--- config.mk ---
export PLATFORM = sky130hd
export DESIGN_NAME = parking_top
export DESIGN_NICKNAME = d
export VERILOG_FILES = /design/src/hdl/park_cfg_pkg.sv /design/src/hdl/park_types_pkg.sv /design/src/hdl/bank_if.sv /design/src/hdl/parking_top.sv /design/src/hdl/elevator_ctrl.sv /design/src/hdl/slot_allocator.sv /design/src/hdl/slot_bank.sv /design/src/hdl/fee_meter.sv
export SDC_FILE = /design/constraint.sdc
export NUM_CORES = 1
export LEC_CHECK = 0
export ABC_CLOCK_PERIOD_IN_PS = 5000
export BUFFER_PORTS_ARGS = -buffer_cell sky130_fd_sc_hd__buf_4
export CAP_MARGIN = 15
export CORE_MARGIN = 3
export CORE_UTILIZATION = 55
export DETAILED_ROUTE_END_ITERATION = 6
export HOLD_SLACK_MARGIN = 0.05
export PLACE_DENSITY = 0.74
export SKIP_CTS_REPAIR_TIMING = 1
export SLEW_MARGIN = 0
export SYNTH_ARGS = -nofsm -noshare
export SYNTH_HDL_FRONTEND = slang
export SYNTH_HIERARCHICAL = 1
export SYNTH_SLANG_ARGS = --single-unit
export TNS_END_PERCENT = 5
--- constraint.sdc ---
create_clock -name clock -period 5 [get_ports clock]
set_input_delay 0.5 -clock clock [delete_from_list [all_inputs] [get_ports clock]]
set_output_delay 0.5 -clock clock [all_outputs]
set_load 0.01 [all_outputs]
--- src/hdl/park_cfg_pkg.sv ---
package park_cfg_pkg;

    // tower geometry
    localparam int num_floors    = 8;                      // floor 0 is the entrance
    localparam int num_bays      = 14;                     // left and right on floors 1 to 7
    localparam int floor_width   = $clog2(num_floors);
    localparam int bay_idx_width = $clog2(num_bays);
    localparam int count_width   = $clog2(num_bays + 1);

    // left bays of these floors take disabled cars only
    localparam logic [num_floors-1:0] reserved_floors = 8'b0000_0110;

    // plate fields
    localparam int plate_width = 16;
    localparam int body_bit    = 0;                        // 0 sedan, 1 suv
    localparam int class_msb   = 15;
    localparam int class_lsb   = 12;

    localparam logic [class_msb-class_lsb:0] class_disabled = 4'd9;
    localparam logic [class_msb-class_lsb:0] class_hybrid   = 4'd8;

    // fee per tick for each class
    localparam int fee_width     = 8;
    localparam int rate_disabled = 0;
    localparam int rate_hybrid   = 1;
    localparam int rate_normal   = 2;
    localparam int fee_max       = 255;                    // meters saturate here

endpackage
--- src/hdl/park_types_pkg.sv ---
package park_types_pkg;

    import park_cfg_pkg::*;

    typedef logic [plate_width-1:0]   plate_t;             // 0 means no car
    typedef logic [floor_width-1:0]   floor_t;
    typedef logic [bay_idx_width-1:0] bay_idx_t;           // (floor - 1) * 2 + side
    typedef logic [num_bays-1:0]      bay_mask_t;
    typedef logic [fee_width-1:0]     fee_t;
    typedef logic [count_width-1:0]   count_t;

    // elevator job sequence
    typedef enum logic [2:0] {
        st_idle,
        st_lift_up,
        st_transfer,
        st_lift_down,
        st_finish
    } elev_state_t;

endpackage

--- src/hdl/bank_if.sv ---
`timescale 1ns/1ns

interface bank_if import park_cfg_pkg::*, park_types_pkg::*; ();

    logic      store;                                      // park plate_in in bay
    logic      clear;                                      // empty bay
    bay_idx_t  bay;
    plate_t    plate_in;

    bay_mask_t occupied;
    plate_t    plates [num_bays];
    fee_t      bay_fee;                                    // meter of the addressed bay
    logic      full_sedan;

    modport ctrl (
        output store, clear, bay, plate_in,
        input  occupied, plates, bay_fee, full_sedan
    );

    modport bank (
        input  store, clear, bay, plate_in,
        output occupied, plates, bay_fee, full_sedan
    );

endinterface

--- src/hdl/parking_top.sv ---
`timescale 1ns/1ns

module parking_top import park_types_pkg::*; (
    input  logic   clock,
    input  logic   reset,
    input  logic   cmd_valid,
    input  logic   cmd_exit,
    input  plate_t license_plate,
    input  logic   tick,
    output logic   cmd_ready,
    output logic   done,
    output logic   rejected,
    output fee_t   fee,
    output floor_t current_floor,
    output plate_t moving,
    output count_t empty_suv,
    output count_t empty_sedan,
    output logic   full_suv,
    output logic   full_sedan
);

    bank_if bank_bus ();

    logic     free_found;
    logic     match_found;
    bay_idx_t free_bay;
    bay_idx_t match_bay;

    assign full_sedan = bank_bus.full_sedan;

    slot_bank u_slot_bank (
        .clock       (clock),
        .reset       (reset),
        .tick        (tick),
        .bus         (bank_bus.bank),
        .empty_suv   (empty_suv),
        .empty_sedan (empty_sedan),
        .full_suv    (full_suv)
    );

    slot_allocator u_slot_allocator (
        .plate       (bank_bus.plate_in),                 // latched command plate
        .occupied    (bank_bus.occupied),
        .plates      (bank_bus.plates),
        .full_sedan  (bank_bus.full_sedan),
        .free_found  (free_found),
        .match_found (match_found),
        .free_bay    (free_bay),
        .match_bay   (match_bay)
    );

    elevator_ctrl u_elevator_ctrl (
        .clock         (clock),
        .reset         (reset),
        .cmd_valid     (cmd_valid),
        .cmd_exit      (cmd_exit),
        .license_plate (license_plate),
        .cmd_ready     (cmd_ready),
        .done          (done),
        .rejected      (rejected),
        .fee           (fee),
        .current_floor (current_floor),
        .moving        (moving),
        .bus           (bank_bus.ctrl),
        .free_found    (free_found),
        .match_found   (match_found),
        .free_bay      (free_bay),
        .match_bay     (match_bay)
    );

endmodule

--- src/hdl/elevator_ctrl.sv ---
`timescale 1ns/1ns

module elevator_ctrl import park_types_pkg::*; (
    input  logic     clock,
    input  logic     reset,
    input  logic     cmd_valid,
    input  logic     cmd_exit,
    input  plate_t   license_plate,
    output logic     cmd_ready,
    output logic     done,
    output logic     rejected,
    output fee_t     fee,
    output floor_t   current_floor,
    output plate_t   moving,
    bank_if.ctrl     bus,
    input  logic     free_found,
    input  logic     match_found,
    input  bay_idx_t free_bay,
    input  bay_idx_t match_bay
);

    elev_state_t state;
    plate_t      plate_q;
    logic        exit_q;
    bay_idx_t    bay_q;
    logic        rejected_q;
    fee_t        fee_q;

    logic        accept;
    logic        first_step;
    logic        job_reject;
    bay_idx_t    job_bay;
    floor_t      job_floor;
    floor_t      floor_up;

    assign cmd_ready  = (state == st_idle);
    assign accept     = cmd_valid && cmd_ready;
    assign first_step = (state == st_lift_up) && (current_floor == '0);  // decision cycle

    assign job_reject = (plate_q == '0)
        || (exit_q ? !match_found : (!free_found || match_found));
    assign job_bay    = first_step ? (exit_q ? match_bay : free_bay) : bay_q;
    assign job_floor  = job_bay[3:1] + 1'b1;
    assign floor_up   = current_floor + 1'b1;

    always_ff @(posedge clock) begin
        if (accept) begin
            plate_q <= license_plate;
            exit_q  <= cmd_exit;
        end
        if (first_step) begin
            bay_q <= job_bay;
        end
    end

    always_ff @(posedge clock or posedge reset) begin
        if (reset) begin
            state         <= st_idle;
            current_floor <= '0;
            moving        <= '0;
            rejected_q    <= 1'b0;
            fee_q         <= '0;
        end else begin
            case (state)
                st_idle: begin
                    if (accept) begin
                        rejected_q <= 1'b0;
                        fee_q      <= '0;
                        state      <= st_lift_up;
                    end
                end
                st_lift_up: begin
                    if (first_step && job_reject) begin
                        rejected_q <= 1'b1;
                        state      <= st_finish;  // car never leaves the entrance
                    end else begin
                        if (first_step && !exit_q) begin
                            moving <= plate_q;    // entering car rides up
                        end
                        current_floor <= floor_up;
                        if (floor_up == job_floor) begin
                            state <= st_transfer;
                        end
                    end
                end
                st_transfer: begin
                    fee_q  <= exit_q ? bus.bay_fee : '0;
                    moving <= exit_q ? plate_q : '0;
                    state  <= st_lift_down;
                end
                st_lift_down: begin
                    current_floor <= current_floor - 1'b1;
                    if (current_floor == floor_t'(1)) begin
                        moving <= '0;             // car handed out at floor 0
                        state  <= st_finish;
                    end
                end
                st_finish: begin
                    state <= st_idle;
                end
                default: begin
                    state <= st_idle;
                end
            endcase
        end
    end

    assign bus.store    = (state == st_transfer) && !exit_q;
    assign bus.clear    = (state == st_transfer) && exit_q;
    assign bus.bay      = bay_q;
    assign bus.plate_in = plate_q;

    assign done     = (state == st_finish);
    assign rejected = done && rejected_q;
    assign fee      = done ? fee_q : '0;

    a_floor_step: assert property (@(posedge clock) disable iff (reset)
        (4'(current_floor) - 4'($past(current_floor))) inside {4'd0, 4'd1, 4'hf});

    a_done_pulse: assert property (@(posedge clock) disable iff (reset)
        done |=> !done);

endmodule

--- src/hdl/slot_allocator.sv ---
`timescale 1ns/1ns

module slot_allocator import park_cfg_pkg::*, park_types_pkg::*; (
    input  plate_t    plate,
    input  bay_mask_t occupied,
    input  plate_t    plates [num_bays],
    input  logic      full_sedan,
    output logic      free_found,
    output logic      match_found,
    output bay_idx_t  free_bay,
    output bay_idx_t  match_bay
);

    logic      is_suv;
    logic      is_disabled;
    bay_mask_t allowed;
    bay_mask_t match;

    always_comb begin
        int  f;
        logic left;
        is_suv      = plate[body_bit];
        is_disabled = (plate[class_msb:class_lsb] == class_disabled);
        for (int i = 0; i < num_bays; i++) begin
            f    = i / 2 + 1;
            left = (i % 2 == 0);
            allowed[i] = !occupied[i]
                && ((f % 2 == 1) ? (is_suv || full_sedan) : !is_suv)   // parity rule
                && !(reserved_floors[f] && left && !is_disabled);
            match[i] = occupied[i] && (plates[i] == plate);
        end
    end

    // bay index order is already floor first then left before right
    always_comb begin
        free_found  = 1'b0;
        free_bay    = '0;
        match_found = 1'b0;
        match_bay   = '0;
        for (int i = num_bays - 1; i >= 0; i--) begin  // lowest index wins
            if (allowed[i]) begin
                free_found = 1'b1;
                free_bay   = bay_idx_t'(i);
            end
            if (match[i]) begin
                match_found = 1'b1;
                match_bay   = bay_idx_t'(i);
            end
        end
    end

endmodule

--- src/hdl/slot_bank.sv ---
`timescale 1ns/1ns

module slot_bank import park_cfg_pkg::*, park_types_pkg::*; (
    input  logic   clock,
    input  logic   reset,
    input  logic   tick,
    bank_if.bank   bus,
    output count_t empty_suv,
    output count_t empty_sedan,
    output logic   full_suv
);

    bay_mask_t occupied_q;
    plate_t    plate_q [num_bays];
    fee_t      meter_fee [num_bays];

    always_ff @(posedge clock or posedge reset) begin
        if (reset) begin
            occupied_q <= '0;
        end else begin
            if (bus.store) begin
                occupied_q[bus.bay] <= 1'b1;
            end
            if (bus.clear) begin
                occupied_q[bus.bay] <= 1'b0;
            end
        end
    end

    always_ff @(posedge clock) begin
        if (bus.store) begin
            plate_q[bus.bay] <= bus.plate_in;
        end
    end

    for (genvar i = 0; i < num_bays; i++) begin : g_meter
        fee_meter u_fee_meter (
            .clock    (clock),
            .reset    (reset),
            .start    (bus.store && (bus.bay == bay_idx_t'(i))),
            .tick     (tick),
            .occupied (occupied_q[i]),
            .plate    (plate_q[i]),
            .fee      (meter_fee[i])
        );
    end

    // reserved left bays are left out of both counts
    always_comb begin
        int f;
        empty_suv   = '0;
        empty_sedan = '0;
        for (int i = 0; i < num_bays; i++) begin
            f = i / 2 + 1;
            if (!occupied_q[i] && !(reserved_floors[f] && (i % 2 == 0))) begin
                if (f % 2 == 1) begin
                    empty_suv = empty_suv + count_t'(1);   // odd floors
                end else begin
                    empty_sedan = empty_sedan + count_t'(1);
                end
            end
        end
    end

    assign full_suv       = (empty_suv == '0);
    assign bus.full_sedan = (empty_sedan == '0);
    assign bus.occupied   = occupied_q;
    assign bus.plates     = plate_q;
    assign bus.bay_fee    = meter_fee[bus.bay];

    // the allocator decision has to agree with the bay state at transfer time
    a_store_free: assert property (@(posedge clock) disable iff (reset)
        bus.store |-> !occupied_q[bus.bay]);

    a_clear_used: assert property (@(posedge clock) disable iff (reset)
        bus.clear |-> occupied_q[bus.bay]);

endmodule

--- src/hdl/fee_meter.sv ---
`timescale 1ns/1ns

module fee_meter import park_cfg_pkg::*, park_types_pkg::*; (
    input  logic   clock,
    input  logic   reset,
    input  logic   start,
    input  logic   tick,
    input  logic   occupied,
    input  plate_t plate,
    output fee_t   fee
);

    fee_t               rate;
    logic [fee_width:0] sum;                               // one spare bit for overflow

    always_comb begin
        if (plate[class_msb:class_lsb] == class_disabled) begin
            rate = fee_t'(rate_disabled);
        end else if (plate[class_msb:class_lsb] == class_hybrid) begin
            rate = fee_t'(rate_hybrid);
        end else begin
            rate = fee_t'(rate_normal);
        end
        sum = {1'b0, fee} + {1'b0, rate};
    end

    always_ff @(posedge clock or posedge reset) begin
        if (reset) begin
            fee <= '0;
        end else if (start) begin
            fee <= '0;                                     // new car in this bay
        end else if (tick && occupied) begin
            fee <= (sum > {1'b0, fee_t'(fee_max)}) ? fee_t'(fee_max) : sum[fee_width-1:0];
        end
    end

endmodule

* Word level (Yosys, flattened, before mapping)
Index checks and enable logic that the tools add are counted.
** Word-level totals
- Flip-flop bits (word level) :: 402
- Output and inout bits :: 40
** Cells by class
- Add/subtract/negate cells :: 27
- $lt $le $gt $ge :: 18
- Equality and inequality tests :: 68
- Bitwise operators :: 4
- Mux-type cells :: 170
- Reductions and logical operators :: 117
** Operators by type and width (number)
- $mux W8 :: 47
- $bwmux W224 :: 1
- $eq A16 B16 Y1 :: 14
- $mux W4 :: 40
- $eq A4 B4 Y1 const B :: 35
- $add A8 B8 Y9 :: 14
- $gt A9 B8 Y1 const B :: 14
- $mux W16 :: 5
- $logic_and A1 B1 Y1 :: 67
- $demux W16 S4 :: 1
- $mux W2 :: 28
- $pmux W16 S3 :: 1
- $mux W1 :: 34
- $reduce_bool A2 Y1 :: 17
- $add A4 B1 Y4 const B :: 8
- $bmux W8 S4 :: 1
- $mux W14 :: 2
- $logic_not A1 Y1 :: 18
- $eq A4 B3 Y1 const B :: 4
- $logic_not A16 Y1 :: 1
- $pmux W8 S2 :: 1
- $mux W3 :: 5
- $and A14 B14 Y14 :: 1
- $not A14 Y14 :: 1
- 29 further kinds :: 44

* Longest topological paths before layout
- Depth after elaboration :: 33
- Gate-level depth with buffers :: 24
- Mapped depth without buffers :: 24

* Cells and area by module
The synthesis kept the hierarchy.
** By module, submodules not included
- slot_bank :: cells each 467, area an instance 9108.7 µm², times used 1
- fee_meter (u_slot_bank.g_meter[0].u_fee_meter ...) :: cells each 52, area an instance 509.2 µm², times used 13
- slot_allocator :: cells each 416, area an instance 3283.1 µm², times used 1
- elevator_ctrl :: cells each 207, area an instance 2479.9 µm², times used 1
- fee_meter (u_slot_bank.g_meter[9].u_fee_meter) :: cells each 58, area an instance 521.8 µm², times used 1

* Worst setup path after synthesis
OpenSTA, ideal clock, no wires.
- Path kind :: reg-to-reg
- Start point :: reg u_slot_bank.occupied_q[3], in the netlist u_slot_bank/bus.occupied[3]
- End point :: reg u_elevator_ctrl.state[0]
- Clock period less this slack :: 5173 ps
- Cell stages (with the launch flop) :: 24
- Buffers on the path :: 0
- Slack :: -173 ps
- Arrival time :: 5081 ps
- Library setup time :: 92 ps
- Data required time :: 4908 ps
- Cell sequence :: dfrtp_1 > inv_1 > ha_1 > xnor2_1 > ha_1 > mux2i_1 > inv_1 > ha_1 > nor2b_1 > xnor2_1 > nor4_1 > nor2_1 > a21oi_1 > a21oi_1 > o21ai_0 > a21boi_0 > mux2i_1 > a21oi_1 > ha_1 > xnor2_1 > xnor2_1 > or3_1 > and4_1 > o31ai_2
** Between the ends
- Elaborated cells between the ends (all ways) :: 73
- Those cells by class :: add/sub (5); eq/ne (2); mux (46); reduce/logical (20)
** RTL lines
- start, declared :: RTL line slot_bank.sv:13 : bay_mask_t occupied_q;
- start signal, assigned :: RTL line slot_bank.sv:19 : occupied_q <= '0;
- start signal, assigned by index :: RTL line slot_bank.sv:22 : occupied_q[bus.bay] <= 1'b1;
- start signal, assigned by index :: RTL line slot_bank.sv:25 : occupied_q[bus.bay] <= 1'b0;
- $mux W1 * :: RTL line slot_bank.sv:55 : if (!occupied_q[i] && !(reserved_floors[f] && (i % 2 == 0))) begin
- $add A1 B1 Y2
- $mux W4 * :: RTL line slot_bank.sv:55
- $add A4 B1 Y4 :: RTL line slot_bank.sv:59 : empty_sedan = empty_sedan + count_t'(1);
- $mux W4 * :: RTL line slot_bank.sv:55
- $add A4 B1 Y4
- $mux W4 * :: RTL line slot_bank.sv:55
- $add A4 B1 Y4 :: RTL line slot_bank.sv:59
- [1 not listed]
- net empty_sedan[2] :: RTL line parking_top.sv:17 : output count_t empty_sedan,
- [1 not listed]
- net full_sedan :: RTL line parking_top.sv:19 : output logic full_sedan
- [14 not listed]
- $mux W4 * :: RTL line slot_allocator.sv:41 : if (allowed[i]) begin
- net free_bay[1] :: RTL line parking_top.sv:26 : bay_idx_t free_bay;
- $mux W4 * (2 in series) :: RTL line elevator_ctrl.sv:42 : assign job_bay = first_step ? (exit_q ? match_bay : free_bay) : bay_q;
- net u_elevator_ctrl.job_bay[1] :: RTL line elevator_ctrl.sv:32 : bay_idx_t job_bay;
- $add A3 B1 Y3 * :: RTL line elevator_ctrl.sv:43 : assign job_floor = job_bay[3:1] + 1'b1;
- $eq A3 B3 Y1 * :: RTL line elevator_ctrl.sv:81 : if (floor_up == job_floor) begin
- $ne A3 B3 Y1 (no source line) *
- $reduce_and A3 Y1 (no source line) *
- end signal, assigned :: RTL line elevator_ctrl.sv:82 : state <= st_transfer;
- end signal, assigned :: RTL line elevator_ctrl.sv:89 : state <= st_lift_down;
- end signal, assigned :: RTL line elevator_ctrl.sv:95 : state <= st_finish;
- end, declared :: RTL line elevator_ctrl.sv:22 : elev_state_t state;
Mark *: on every way through the listed nets, which the timed path passes. The rest lies on a longest branch.
A chain may end at the register's enable or synchronous reset.

* Final worst setup path
- Start point :: reg u_slot_bank.occupied_q[3], in the netlist u_slot_bank/bus.occupied[3]
- End point :: reg u_elevator_ctrl.state[0]
** Between the ends
- Elaborated cells between the ends (all ways) :: 73
- Those cells by class :: add/sub (5); eq/ne (2); mux (46); reduce/logical (20)
** RTL lines (RTL line)
- $mux W1 :: slot_bank.sv:55
- $add A1 B1 Y2
- $mux W4 :: slot_bank.sv:55
- $add A4 B1 Y4 :: slot_bank.sv:59
- $mux W4 :: slot_bank.sv:55
- $add A4 B1 Y4
- $mux W4 :: slot_bank.sv:55
- $add A4 B1 Y4 :: slot_bank.sv:59
- [16 not listed]
- $mux W4 * :: slot_allocator.sv:41
- net free_bay[1] :: parking_top.sv:26
- $mux W4 * (2 in series) :: elevator_ctrl.sv:42
- net u_elevator_ctrl.job_bay[1] :: elevator_ctrl.sv:32
- $add A3 B1 Y3 * :: elevator_ctrl.sv:43
- $eq A3 B3 Y1 * :: elevator_ctrl.sv:81
- $ne A3 B3 Y1 (no source line) *
- $reduce_and A3 Y1 (no source line) *
Marked as above.

==> results.yml <==
drt:
  routed_via_density: 6.40
  final_antenna_net_count: 0
  remaining_drc_errors: 0
  drt_iter0_drc: 1636
  first_pass_iters: 7
  routed_wl_mm: 56.8
  routedWlPerCell_um: 23.1
  vias: 15700
critical_path:
  r2r-start: "u_slot_bank/bus.occupied[3]"
  slowest_delay_ns: 0.37
  critPathSlowestCell: "dfrtp_1"
  cp-startpoint: "u_slot_bank/bus.occupied[3]"
  reg2reg_depth: 23
  end_kind: "flip-flop"
  required_ns: 5.49
  crit_top_cell: "ha_1"
  crit_fanout: 3
  worst-path-buf-inv: 2
  rr_endpoint: "u_elevator_ctrl/state[0]"
  crit_path_cell_trace: "inv_1 > ha_1 > xnor2_2 > ha_1 > mux2i_2 > inv_1 > ha_1 > nor2_1 > a21oi_1 > nor4_2 > nor2_1 > a21oi_2 > a21oi_1 > o21ai_0 > a21boi_0 > mux2i_1 > a21oi_1 > ha_1 > xnor2_1 > xnor2_1 > or3_1 > and4_1 > o31ai_2"
  worstSetupPathDepth: 23
  r2r_slack_ns: 0.19
  arrival_ns: 5.30
  start_kind: "flip-flop"
  critPathCapture: "u_elevator_ctrl/state[0]"
  crit_family: "adder cells"
  worstSetupPathType: "reg -> reg"
global_routing:
  grt_first_pass_wirelength_mm: 88.0
  grt.overflow.total: 0
  grt_util_all_layers_pct: 26.8
  grt_max_degree: 43
  grt_antenna_before_repair: 2
  first_global_vias: 15400
floorplanning:
  start_util_pct: 56.3
  dieArea_um2: 42500
  core_um2: 39100
  die_x_um: 206
  die_h_um: 206
  rows: 72
  io-pin-count: 61
sta:
  worstMarginPinSlew_ns: 1.23
  fin_crit_sh_pct: 96.3
  clock.fmax_mhz: 208
  hold_viol: 0
  period_needed_ns: 4.81
  slew_violations: 0
  clock-skew-final_ns: 0.0251
  slew-limit-headroom_pct: 18.2
  setup_viol: 0
power_and_ir_drop:
  power.leakage_nw: 8.93
  power.density_nw_per_um2: 545
  vdd_ir_drop_max_v: 0.000426
clocking:
  root_buffer: "clkbuf_16"
  htree_levels: 2
  clockBufferDepth: 3
  cts_buffers: 43
  insertion_delay_ns: 0.59
  cts_num_sinks: 402
  cts_tree: "yes"
  clkTransAtPathRegs_ns: 0.06
yosys:
  synth-seq-area-share_pct: 51.3
  yosys_most_used_dff: "edfxtp_1"
  synth_cells: 1824
  syn_area_um2: 22000
  synth_top_area_share_pct: 33.4
  yosysTopAreaCell: "edfxtp_1"
  yosys.cell_types.count: 99
  synth_area_leaders: "edfxtp_1, dfrtp_1, xor2_1"
  postSynthAreaPerCell_um2: 12.1
  ys_seq_elements: 402
  synth.net_count: 1904
  synth-edff-count: 245
  async_flop_share_pct: 39.1
  synth_warnings: 6
job:
  drv_cap: 0
layout:
  mostFrequentLayoutCells: "edfxtp_1, dfrtp_1, xor2_1"
  stdcell_count: 2458
  n_fill_cell: 2995
  nNetsFinal: 1986
  area.growth.synth_to_final_pct: 11.3
  stdcell_area_um2: 24500
  drive_gt1_share_pct: 16.3
  final_common_cell: "edfxtp_1"
placed_design:
  io_buffers: 60
  place_area_um2: 23100
  hpwlAfterDp_mm: 39.6
  place_congestion: 0.929
  dp.cells: 2377
status:
  status: "finished clean"
worst_hold_path:
  hold_path.class: "in -> reg"
## cells by family after synthesis
group	after synthesis	synth area share (%)
simple gates	596	15.7
flops	402	51.3
compound gates	317	11.4
xor+xnor	248	10.0
buf+inv	141	3.65
mux	61	4.18
fa+ha+maj	59	3.83
## Yosys cell counts, drive strengths merged, types with 11 or more instances
| library cell | count |
|---|---|
| edfxtp | 245 |
| dfrtp | 157 |
| xor2 | 126 |
| nor2 | 123 |
| xnor2 | 121 |
| nand2 | 102 |
| buf | 77 |
| and2 | 58 |
| a211oi | 57 |
| nand4 | 57 |
| inv | 52 |
| a21oi | 50 |
| ha | 45 |
| a31oi | 43 |
| nor3 | 43 |
| nor4 | 43 |
| a311oi | 41 |
| nand3 | 40 |
| mux2i | 33 |
| and3 | 32 |
| and4 | 27 |
| mux4 | 24 |
| o21ai | 19 |
| nor3b | 17 |
| nor2b | 16 |
| a21o | 15 |
| fa | 14 |
| nand2b | 14 |
| o21bai | 14 |
| a41oi | 13 |
| clkbuf | 12 |
| o22a | 11 |
## stage by stage
step	total power [mW]	hold slack, ns	utilization (%)	worst slack, ns	TNS, ns
after floorplan	8.29	0.316	-	0.113	0
after global placement	9.88	0.481	58.9	0.393	0
after detailed placement	10.1	0.481	59.0	0.208	0
after CTS	13.3	-0.0402	62.5	-0.0281	-0.0281
after global routing	14.1	0.0830	62.7	-0.0560	-0.0802
final	13.4	0.0968	62.7	0.185	0
## flip-flops by register name, summed over array words and instances (netlist names)
name,count
u_elevator_ctrl/bus.bay,4
u_elevator_ctrl/bus.plate_in,16
u_elevator_ctrl/current_floor,3
u_elevator_ctrl/exit_q,1
u_elevator_ctrl/fee_q,8
u_elevator_ctrl/moving,16
u_elevator_ctrl/rejected_q,1
u_elevator_ctrl/state,3
u_slot_bank/bus.occupied,14
u_slot_bank/bus.plates,224
u_slot_bank/g_meter.u_fee_meter/fee,112
## area by class of cell
cell class,instances,area (µm²),share of cell area (%)
Inverter,52,198,0.807
Antenna cell,1,2.50,0.0102
Clock inverter,10,131,0.536
Tap cell,518,648,2.64
Sequential cell,402,11300,46.1
Multi-Input combinational cell,1281,10000,40.9
Clock buffer,68,1260,5.14
Timing Repair Buffer,126,968,3.95
## power breakdown
part	switching [mW]	total, mW	internal [mW]
combinational	2.85	5.27	2.41
clock	1.33	3.17	1.84
sequential	0.827	4.93	4.10
## how the worst min path moves through the flow
stage | startpoint | end | depth (start not counted) | slack, ns
2_1_floorplan | reset | u_slot_bank/g_meter[0].u_fee_meter/fee[0] | 1 | 0.32
3_3_place_gp | u_elevator_ctrl/fee_q[2] | u_elevator_ctrl/fee_q[2] | 1 | 0.48
3_5_place_dp | u_elevator_ctrl/fee_q[6] | u_elevator_ctrl/fee_q[6] | 1 | 0.48
4_1_cts | reset | u_elevator_ctrl/fee_q[6] | 2 | -0.04
5_1_grt | license_plate[9] | u_elevator_ctrl/bus.plate_in[9] | 1 | 0.08
6_report | license_plate[15] | u_elevator_ctrl/bus.plate_in[15] | 1 | 0.1
## layer usage
metal	vias to the layer above	wire (µm)	share of wire, %	track usage, %
met1	7907	24100	42	37.4
met3	131	4480	7.9	5.86
met5	-	15	0.026	0
li1	7022	-	-	-
met2	665	26100	46	41.2
met4	2	2080	3.7	10.7
Note: power is estimated with default switching activity, not from simulation.
